[src/cipher_ctrl_macros.svh]
/*
 * Sizing defines for the AES round sequencer
 * Sparse two-value width and its HIGH bit pattern
 * Round counter width and round counts per key length
 */

`ifndef CIPHER_CTRL_MACROS_SVH
`define CIPHER_CTRL_MACROS_SVH

// Sparse two-value encoding
`define CIPH_SP2V_WIDTH 3
`define CIPH_SP2V_HIGH_BITS 3'b011 // Bit value per rail, sets its polarity

// Round counter
`define CIPH_RND_WIDTH 4

// Rounds per key length
`define CIPH_NR_128 4'd10
`define CIPH_NR_192 4'd12
`define CIPH_NR_256 4'd14

`endif

[src/cipher_ctrl_pkg.sv]
/*
 * Types for the AES round sequencer
 * Sparse two-value enum, key length, sparse selects
 * Rail control word as field struct and raw union
 */

`default_nettype none

`include "cipher_ctrl_macros.svh"

package cipher_ctrl_pkg;

  // Sparse valid/ready, any other pattern is an encoding error
  typedef enum logic [`CIPH_SP2V_WIDTH-1:0] {
    SP2V_HIGH = `CIPH_SP2V_HIGH_BITS,
    SP2V_LOW  = ~(`CIPH_SP2V_HIGH_BITS)
  } sp2v_e;

  typedef enum logic [1:0] {
    AES_128 = 2'b01,
    AES_192 = 2'b10,
    AES_256 = 2'b11 // 2'b00 is not a key length
  } key_len_e;

  // State register input mux, Hamming distance 2
  typedef enum logic [`CIPH_SP2V_WIDTH-1:0] {
    STATE_IDLE  = 3'b011,
    STATE_INIT  = 3'b101,
    STATE_ROUND = 3'b110
  } state_sel_e;

  typedef enum logic [`CIPH_SP2V_WIDTH-1:0] {
    ADD_RK_INIT  = 3'b011,
    ADD_RK_ROUND = 3'b101,
    ADD_RK_FINAL = 3'b110
  } add_rk_sel_e;

  typedef struct packed {
    state_sel_e                 state_sel;
    add_rk_sel_e                add_rk_sel;
    logic                       state_we;
    logic [`CIPH_RND_WIDTH-1:0] round;
  } ctrl_fields_s;

  localparam int unsigned CtrlWidth = $bits(ctrl_fields_s);

  // Fields for decoding, raw bits for OR-combining and compare
  typedef union packed {
    ctrl_fields_s         fields;
    logic [CtrlWidth-1:0] raw;
  } ctrl_word_u;

endpackage

`default_nettype wire

[src/rail_if.sv]
/*
 * Outputs of one sequencer rail towards the combiner
 * Mismatch error back to the rail
 */

`timescale 1ns/100ps
`default_nettype none

interface rail_if import cipher_ctrl_pkg::*; ();

  ctrl_word_u ctrl;          // Same on every healthy rail
  logic       in_ready_bit;  // Rail polarity
  logic       out_valid_bit; // Rail polarity
  logic       alert;
  logic       err;           // Mismatch or bad select seen by combiner

  modport rail (
    output ctrl,
    output in_ready_bit,
    output out_valid_bit,
    output alert,
    input  err
  );

  modport combiner (
    input  ctrl,
    input  in_ready_bit,
    input  out_valid_bit,
    input  alert,
    output err
  );

endinterface

`default_nettype wire

[src/cipher_ctrl_rail.sv]
/*
 * One rail of the redundant AES round sequencer
 * Round FSM with round counter and terminal error state
 * Polarity selects active-high or active-low handshake bits
 */

`timescale 1ns/100ps
`default_nettype none

`include "cipher_ctrl_macros.svh"

module cipher_ctrl_rail import cipher_ctrl_pkg::*; #(
  parameter bit Polarity = 1'b1 // 1: bit value 1 is active
) (
  input  logic     clk_i,
  input  logic     rst_ni,

  input  logic     in_valid_bit_i,
  input  logic     out_ready_bit_i,
  input  key_len_e key_len_i,
  input  logic     enc_err_i,

  rail_if.rail     rail
);

  typedef enum logic [2:0] {
    IDLE,
    INIT,
    ROUND,
    FINAL,
    DONE,
    ERROR
  } rail_state_e;

  rail_state_e                state_d, state_q;
  logic [`CIPH_RND_WIDTH-1:0] rnd_ctr_d, rnd_ctr_q;
  logic [`CIPH_RND_WIDTH-1:0] nr_d, nr_q;
  logic [`CIPH_RND_WIDTH-1:0] nr_sel;
  logic                       in_valid, out_ready;
  logic                       in_ready, out_valid;
  logic                       alert;
  ctrl_word_u                 ctrl;

  // Handshake bits into active-high form
  assign in_valid  = Polarity ? in_valid_bit_i : ~in_valid_bit_i;
  assign out_ready = Polarity ? out_ready_bit_i : ~out_ready_bit_i;

  always_comb begin : nr_decode
    case (key_len_i)
      AES_192: nr_sel = `CIPH_NR_192;
      AES_256: nr_sel = `CIPH_NR_256;
      default: nr_sel = `CIPH_NR_128;
    endcase
  end

  //////////////////////////////////////////////////
  // Round FSM
  //////////////////////////////////////////////////

  always_comb begin : fsm_next
    state_d   = state_q;
    rnd_ctr_d = rnd_ctr_q;
    nr_d      = nr_q;
    in_ready  = 1'b0;
    out_valid = 1'b0;
    alert     = 1'b0;

    ctrl.fields.state_sel  = STATE_IDLE;
    ctrl.fields.add_rk_sel = ADD_RK_INIT;
    ctrl.fields.state_we   = 1'b0;
    ctrl.fields.round      = rnd_ctr_q;

    case (state_q)
      IDLE: begin
        in_ready = 1'b1;
        if (in_valid) begin
          state_d   = INIT;
          rnd_ctr_d = '0;
          nr_d      = nr_sel; // Key length sampled here
        end
      end
      INIT: begin
        ctrl.fields.state_sel = STATE_INIT;
        ctrl.fields.state_we  = 1'b1;
        rnd_ctr_d             = rnd_ctr_q + 1'b1;
        state_d               = ROUND;
      end
      ROUND: begin
        ctrl.fields.state_sel  = STATE_ROUND;
        ctrl.fields.add_rk_sel = ADD_RK_ROUND;
        ctrl.fields.state_we   = 1'b1;
        rnd_ctr_d              = rnd_ctr_q + 1'b1;
        if (rnd_ctr_q == nr_q - `CIPH_RND_WIDTH'(1)) begin
          state_d = FINAL; // Next round is Nr
        end
      end
      FINAL: begin
        ctrl.fields.state_sel  = STATE_ROUND;
        ctrl.fields.add_rk_sel = ADD_RK_FINAL;
        ctrl.fields.state_we   = 1'b1;
        state_d                = DONE;
      end
      DONE: begin
        out_valid = 1'b1; // Held under back-pressure
        if (out_ready) begin
          state_d   = IDLE;
          rnd_ctr_d = '0;
        end
      end
      ERROR: begin
        alert = 1'b1; // Terminal until reset
      end
      default: state_d = ERROR;
    endcase

    // Bad input code or disagreement between rails
    if (enc_err_i || rail.err) begin
      state_d = ERROR;
    end
  end

  always_ff @(posedge clk_i) begin : fsm_regs
    if (!rst_ni) begin
      state_q   <= IDLE;
      rnd_ctr_q <= '0;
      nr_q      <= `CIPH_NR_128;
    end else begin
      state_q   <= state_d;
      rnd_ctr_q <= rnd_ctr_d;
      nr_q      <= nr_d;
    end
  end

  // Back to rail polarity
  assign rail.in_ready_bit  = Polarity ? in_ready : ~in_ready;
  assign rail.out_valid_bit = Polarity ? out_valid : ~out_valid;
  assign rail.alert         = alert;
  assign rail.ctrl          = ctrl;

  //////////////////////////////////////////////////
  // Assertions
  //////////////////////////////////////////////////

  rnd_ctr_max_a : assert property (
    @(posedge clk_i) disable iff (!rst_ni) rnd_ctr_q <= nr_q
  ) else $error("Round counter beyond Nr");

  error_sticky_a : assert property (
    @(posedge clk_i) disable iff (!rst_ni) (state_q == ERROR) |=> (state_q == ERROR)
  ) else $error("Rail left ERROR without reset");

endmodule

`default_nettype wire

[src/cipher_ctrl_top.sv]
/*
 * Top level of the redundant AES round sequencer
 * Input checker, three single-bit rails, output combiner
 */

`timescale 1ns/100ps
`default_nettype none

`include "cipher_ctrl_macros.svh"

module cipher_ctrl_top import cipher_ctrl_pkg::*; (
  input  logic                       clk_i,
  input  logic                       rst_ni,

  input  sp2v_e                      in_valid_i,
  output sp2v_e                      in_ready_o,
  input  key_len_e                   key_len_i,

  output sp2v_e                      out_valid_o,
  input  sp2v_e                      out_ready_i,

  output state_sel_e                 state_sel_o,
  output add_rk_sel_e                add_rk_sel_o,
  output logic                       state_we_o,
  output logic [`CIPH_RND_WIDTH-1:0] round_o,
  output logic                       alert_o
);

  // Bit i of the HIGH code gives the polarity of rail i
  localparam logic [`CIPH_SP2V_WIDTH-1:0] SpHighBits = `CIPH_SP2V_HIGH_BITS;

  logic [`CIPH_SP2V_WIDTH-1:0] in_valid_bits;
  logic [`CIPH_SP2V_WIDTH-1:0] out_ready_bits;
  logic                        enc_err;

  rail_if rail_bus [`CIPH_SP2V_WIDTH] ();

  sp2v_checker i_sp2v_checker (
    .clk_i            ( clk_i          ),
    .rst_ni           ( rst_ni         ),
    .in_valid_i       ( in_valid_i     ),
    .out_ready_i      ( out_ready_i    ),
    .key_len_i        ( key_len_i      ),
    .in_valid_bits_o  ( in_valid_bits  ),
    .out_ready_bits_o ( out_ready_bits ),
    .enc_err_o        ( enc_err        )
  );

  // One rail per bit of the sparse code
  for (genvar i = 0; i < `CIPH_SP2V_WIDTH; i++) begin : gen_rail
    cipher_ctrl_rail #(
      .Polarity ( SpHighBits[i] )
    ) i_cipher_ctrl_rail (
      .clk_i           ( clk_i             ),
      .rst_ni          ( rst_ni            ),
      .in_valid_bit_i  ( in_valid_bits[i]  ), // Sparsified
      .out_ready_bit_i ( out_ready_bits[i] ), // Sparsified
      .key_len_i       ( key_len_i         ),
      .enc_err_i       ( enc_err           ),
      .rail            ( rail_bus[i]       )
    );
  end

  rail_combiner i_rail_combiner (
    .clk_i        ( clk_i        ),
    .rst_ni       ( rst_ni       ),
    .rails        ( rail_bus     ),
    .in_ready_o   ( in_ready_o   ),
    .out_valid_o  ( out_valid_o  ),
    .state_sel_o  ( state_sel_o  ),
    .add_rk_sel_o ( add_rk_sel_o ),
    .state_we_o   ( state_we_o   ),
    .round_o      ( round_o      ),
    .alert_o      ( alert_o      )
  );

endmodule

`default_nettype wire

[src/rail_combiner.sv]
/*
 * Output side of the round sequencer
 * OR-combines the rail control words and flags mismatch
 * Rebuilds the sparse handshake outputs and the alert
 */

`timescale 1ns/100ps
`default_nettype none

`include "cipher_ctrl_macros.svh"

module rail_combiner import cipher_ctrl_pkg::*; (
  input  logic                       clk_i,  // Assertions only
  input  logic                       rst_ni, // Assertions only

  rail_if.combiner                   rails [`CIPH_SP2V_WIDTH],

  output sp2v_e                      in_ready_o,
  output sp2v_e                      out_valid_o,
  output state_sel_e                 state_sel_o,
  output add_rk_sel_e                add_rk_sel_o,
  output logic                       state_we_o,
  output logic [`CIPH_RND_WIDTH-1:0] round_o,
  output logic                       alert_o
);

  ctrl_word_u [`CIPH_SP2V_WIDTH-1:0] mr_ctrl;
  logic       [`CIPH_SP2V_WIDTH-1:0] mr_in_ready;
  logic       [`CIPH_SP2V_WIDTH-1:0] mr_out_valid;
  logic       [`CIPH_SP2V_WIDTH-1:0] mr_alert;
  ctrl_word_u                        comb_ctrl;
  logic                              mr_err;
  logic                              sel_err;

  for (genvar i = 0; i < `CIPH_SP2V_WIDTH; i++) begin : gen_collect
    assign mr_ctrl[i]      = rails[i].ctrl;
    assign mr_in_ready[i]  = rails[i].in_ready_bit;  // Sparsified
    assign mr_out_valid[i] = rails[i].out_valid_bit; // Sparsified
    assign mr_alert[i]     = rails[i].alert;         // OR-combine
    assign rails[i].err    = mr_err | sel_err;       // Every rail goes to ERROR
  end

  //////////////////////////////////////////////////
  // Control word
  //////////////////////////////////////////////////

  // A single set bit on one rail shows up in the OR and in the compare
  always_comb begin : combine_ctrl
    comb_ctrl.raw = '0;
    mr_err        = 1'b0;
    for (int i = 0; i < `CIPH_SP2V_WIDTH; i++) begin
      comb_ctrl.raw = comb_ctrl.raw | mr_ctrl[i].raw;
    end
    for (int i = 0; i < `CIPH_SP2V_WIDTH; i++) begin
      if (mr_ctrl[i].raw != comb_ctrl.raw) begin
        mr_err = 1'b1;
      end
    end
  end

  // Combined selects must still be legal codes
  assign sel_err =
      !(comb_ctrl.fields.state_sel inside {STATE_IDLE, STATE_INIT, STATE_ROUND}) ||
      !(comb_ctrl.fields.add_rk_sel inside {ADD_RK_INIT, ADD_RK_ROUND, ADD_RK_FINAL});

  assign state_sel_o  = comb_ctrl.fields.state_sel;
  assign add_rk_sel_o = comb_ctrl.fields.add_rk_sel;
  assign state_we_o   = comb_ctrl.fields.state_we;
  assign round_o      = comb_ctrl.fields.round;

  // Handshake outputs, HIGH only if all rails agree
  assign in_ready_o  = sp2v_e'(mr_in_ready);
  assign out_valid_o = sp2v_e'(mr_out_valid);
  assign alert_o     = |mr_alert;

  //////////////////////////////////////////////////
  // Assertions
  //////////////////////////////////////////////////

  // Any rail in ERROR breaks the HIGH code of out_valid
  no_valid_on_alert_a : assert property (
    @(posedge clk_i) disable iff (!rst_ni) alert_o |-> (out_valid_o != SP2V_HIGH)
  ) else $error("out_valid_o HIGH while alert_o is set");

endmodule

`default_nettype wire

[src/sp2v_checker.sv]
/*
 * Input side of the round sequencer
 * Sparse encoding check of in_valid and out_ready
 * Split into per-rail bits
 */

`timescale 1ns/100ps
`default_nettype none

`include "cipher_ctrl_macros.svh"

module sp2v_checker import cipher_ctrl_pkg::*; (
  input  logic                        clk_i,  // Assertions only
  input  logic                        rst_ni, // Assertions only

  input  sp2v_e                       in_valid_i,
  input  sp2v_e                       out_ready_i,
  input  key_len_e                    key_len_i,

  output logic [`CIPH_SP2V_WIDTH-1:0] in_valid_bits_o,
  output logic [`CIPH_SP2V_WIDTH-1:0] out_ready_bits_o,
  output logic                        enc_err_o
);

  logic in_valid_err;
  logic out_ready_err;

  // Only the two sparse codes are legal
  assign in_valid_err  = !(in_valid_i inside {SP2V_HIGH, SP2V_LOW});
  assign out_ready_err = !(out_ready_i inside {SP2V_HIGH, SP2V_LOW});

  assign enc_err_o = in_valid_err | out_ready_err;

  // Raw bits go on unchanged, a bad code makes the rails diverge as well
  assign in_valid_bits_o  = in_valid_i;
  assign out_ready_bits_o = out_ready_i;

  //////////////////////////////////////////////////
  // Assertions
  //////////////////////////////////////////////////

  // Rails load Nr from the key length on a start
  key_len_legal_a : assert property (
    @(posedge clk_i) disable iff (!rst_ni)
    (in_valid_i == SP2V_HIGH) |-> (key_len_i inside {AES_128, AES_192, AES_256})
  ) else $error("key_len_i is not a legal key length on a start");

endmodule

`default_nettype wire

[config.mk]
export PLATFORM = sky130hd
export DESIGN_NAME = cipher_ctrl_top
export DESIGN_NICKNAME = d
export VERILOG_FILES = /design/src/cipher_ctrl_pkg.sv /design/src/rail_if.sv /design/src/cipher_ctrl_rail.sv /design/src/cipher_ctrl_top.sv /design/src/rail_combiner.sv /design/src/sp2v_checker.sv
export VERILOG_INCLUDE_DIRS = /design/src
export SDC_FILE = /design/constraint.sdc
export NUM_CORES = 1
export LEC_CHECK = 0
export BUFFER_PORTS_ARGS = -buffer_cell sky130_fd_sc_hd__buf_2
export CORE_MARGIN = 2
export CORE_UTILIZATION = 30
export DETAILED_ROUTE_END_ITERATION = 7
export HOLD_SLACK_MARGIN = 0.1
export PLACE_DENSITY = 0.55
export SLEW_MARGIN = 20
export SYNTH_ARGS = -nofsm -noshare
export SYNTH_HDL_FRONTEND = slang
export SYNTH_SLANG_ARGS = --single-unit
[constraint.sdc]
create_clock -name clk_i -period 2.65 [get_ports clk_i]
set_input_delay 0.3975 -clock clk_i [delete_from_list [all_inputs] [get_ports clk_i]]
set_output_delay 0.3975 -clock clk_i [all_outputs]
set_load 0.05 [all_outputs]
==> metrics <==
final hold vios=0; max capacitance violation total=0; hold crit path type=input port to flop; Starting Density=0.3094; worst r2r src=gen_rail[1].i_cipher_ctrl_rail.state_q[0]$_SDFFE_PN0P_; router iterations before antenna repair=4; post-synth top area cell=dfxtp_1; Tightest Pin Transition=0.5379 ns; DRT Wirelength=~4800 um; Multi-input gate area=between 1000 and 1500 sq um; outcome=complete, no violations; I/O Pins=28; Placement Setup Slack=0.4327 ns; # rows=28; final setup fails=0; FF/Latch Area=between 500 and 600 sq um; largest net degree at the start of global routing=17; Area contributors post-synth=dfxtp_1, nor2_1, xor2_1; netlist area before placement=1832 sq um; Leak=slightly below 0.9 nW; most frequent cells in the layout=nor2_1, dfxtp_1, buf_2; area delta synth->final=10.86%; slowest CP cell=dfxtp_1; first-pass GRT wire length=7935 um; max_slew headroom=0.6410; minimum clock period=2.228 ns; R2R depth=5; Yosys top cell area share=0.2951; RR Endpoint=gen_rail[0].i_cipher_ctrl_rail.state_q[0]$_SDFFE_PN0P_; Async SR Flop Fraction=0; routed vias=1685; Final TNS setup=0 ns; hold-fix buffer count after cts=0; die width=82.14 um; initial antenna violation count=0; setup slack, reg-to-reg=0.42 ns; layout cells sized above 1=0.1647; Worst Setup EP=gen_rail[0].i_cipher_ctrl_rail.state_q[0]$_SDFFE_PN0P_; Max Clk Rate=0.4489 GHz; cts bufs inserted=3; Post-CTS Setup Bufs=0; EDFF count, synth=0; CTS tree=built; cell family with most CP delay=simple AND/OR/NAND/NOR gates; Final WS setup=~0.42 ns; Max H-tree Level=1; Layout Nets=266; layout filler cell count=637; grt total ovfl=0; DRT iter0 DRCs=96; Worst Setup SP=gen_rail[1].i_cipher_ctrl_rail.state_q[0]$_SDFFE_PN0P_; GP Congestion=slightly above 0.9; pins over their slew limit=0; Syn Nets=about 250; CP Cell Sequence=and3_1 -> nand4_1 -> a221o_1 -> nor4_4 -> a41oi_1; Port Buffers=27; RSZ-0062 raised after global routing=no; Die Height=82.14 um; Syn Area/Cell=7.896 sq um; clk buf depth=2; Tot GR Track Use=0.1533; Bufs and invs on worst path=0; post-route DRC violation count=0; fin crit share=0.8406; Crit Path Max Fanout=14; prevailing post-synth register cell=dfxtp_1; vias in the first global route=roughly 1.6k; most common cell after layout, fill and taps aside=nor2_1; Max VDD drop=roughly 220 uV; Post-Synthesis Cells=approximately 230; Yosys cell types=47; post-DP HPWL=3578 um; Routed Antenna Nets=0; post-synthesis sequential area ratio=0.2951; critical path depth in cells=5; biggest cell delay along the critical path=0.63 ns; kind of critical path=flop to flop; WL/cell=14.83 um; DR vias/cell=5.201; Yosys Warn Count=0; CP arrival=roughly 2.4 ns; PwrDens=434.8 nW/um^2; latest clock arrival within the worst-skew pair=approximately 0.28 ns; crit end category=flop; startpoint class of the critical path=flop; number of diodes=0; clk slew on worst S/H paths=0.11 ns; die footprint=6747 sq um; Critical Path RT=2.79 ns; Root Buffer=clkbuf_8; Seq cells post-synth=27; clock net sink count=27; clock skew=0.003340 ns; Gates resized, CTS repair=0; core area=5921 sq um
[logic make-up (layout without fill, tap and decap cells)]
| kind of cell | Yosys count | after routing | share of synthesized area |
|---|---|---|---|
| muxes | 3 | 3 | 0.01708 |
| DFF | 27 | 27 | 0.2951 |
| adders and majority gates | 6 | 6 | 0.04098 |
| and+or+nand+nor | 97 | 97 | 0.2855 |
| xor gates and xnor gates | 18 | 18 | 0.08606 |
| buffers and inverters | 29 | 46 | 0.07991 |
| AOI/OAI and AO/OA | 52 | 52 | 0.1954 |
[layout make-up]
| type | instances | area share |
|---|---|---|
| clock buffer | 3 | 0.02033 |
| clock inverter | 1 | 0.003697 |
| inverter | 12 | 0.02218 |
| multi-input combinational | 176 | 0.5638 |
| sequential | 27 | 0.2662 |
| tap | 75 | 0.04621 |
| timing repair buffer | 30 | 0.07763 |
[synth_stat cells (3+ instances only)]
| cell | count |
|---|---|
| o31ai_1 | 3 |
| and3_1 | 7 |
| nand2_1 | 18 |
| a21oi_1 | 14 |
| xnor2_1 | 6 |
| inv_1 | 12 |
| nor2_1 | 28 |
| buf_4 | 6 |
| ha_1 | 6 |
| o21ai_0 | 4 |
| clkbuf_1 | 8 |
| or3_1 | 4 |
| nand2b_1 | 5 |
| nor3_1 | 9 |
| a22oi_1 | 4 |
| xor2_1 | 12 |
| nand3b_1 | 6 |
| o21a_1 | 4 |
| dfxtp_1 | 27 |
| nand3_1 | 4 |
| o21bai_1 | 3 |
| nand4_1 | 3 |
| o22ai_1 | 6 |
[metrics by stage]
step | total power [mW] | utilization | area (sq um) | hold slack (ns) | instances
floorplan | 0.5973 | - | 1832 | 0.4363 | 232
global placement | 0.6400 | 0.3347 | 1982 | 0.4449 | 320
detailed placement | 0.6406 | 0.3347 | 1982 | 0.4466 | 320
CTS | 0.8898 | 0.3430 | 2031 | 0.4108 | 324
global route | 0.9311 | 0.3430 | 2031 | 0.4196 | 324
finish | 0.8830 | 0.3430 | 2031 | 0.4109 | 324
[power breakdown]
| group | internal, mW | total [mW] | switching (mW) | leakage, nW |
|---|---|---|---|---|
| clock network | 0.107 | 0.252 | 0.145 | 0.0217 |
| registers | 0.418 | 0.442 | 0.0241 | 0.221 |
| logic | 0.0654 | 0.189 | 0.123 | 0.634 |
[registers in the layout, summed over array words and instances (netlist names)]
register,flops
gen_rail.i_cipher_ctrl_rail.nr_q,6
gen_rail.i_cipher_ctrl_rail.state_q,9
gen_rail.i_cipher_ctrl_rail.rnd_ctr_q,12
[per-layer routing]
layer / GRT usage / vias to the layer above / share of wire
met1: 0.2192 / 791 / 0.50
li1: - / 852 / -
met5: 0 / - / 0
met3: 0.02174 / 2 / 0.051
met4: 0.04500 / 0 / 0.0071
met2: 0.2390 / 40 / 0.45
[worst min path at each step]
stage,start,to,slack (ns),cells after the start
final,rst_ni,gen_rail[2].i_cipher_ctrl_rail.nr_q[1]$_SDFFE_PN1P_,0.41,2
after global routing,rst_ni,gen_rail[2].i_cipher_ctrl_rail.nr_q[1]$_SDFFE_PN1P_,0.42,2
after CTS,rst_ni,gen_rail[2].i_cipher_ctrl_rail.nr_q[1]$_SDFFE_PN1P_,0.41,2
after detailed placement,gen_rail[1].i_cipher_ctrl_rail.nr_q[2]$_SDFFE_PN0P_,gen_rail[1].i_cipher_ctrl_rail.nr_q[2]$_SDFFE_PN0P_,0.45,2
after global placement,gen_rail[0].i_cipher_ctrl_rail.nr_q[2]$_SDFFE_PN0P_,gen_rail[0].i_cipher_ctrl_rail.nr_q[2]$_SDFFE_PN0P_,0.44,2
after floorplan,gen_rail[0].i_cipher_ctrl_rail.nr_q[2]$_SDFFE_PN0P_,gen_rail[0].i_cipher_ctrl_rail.nr_q[2]$_SDFFE_PN0P_,0.44,2
No activity file was read; power rests on OpenSTA's default activity.
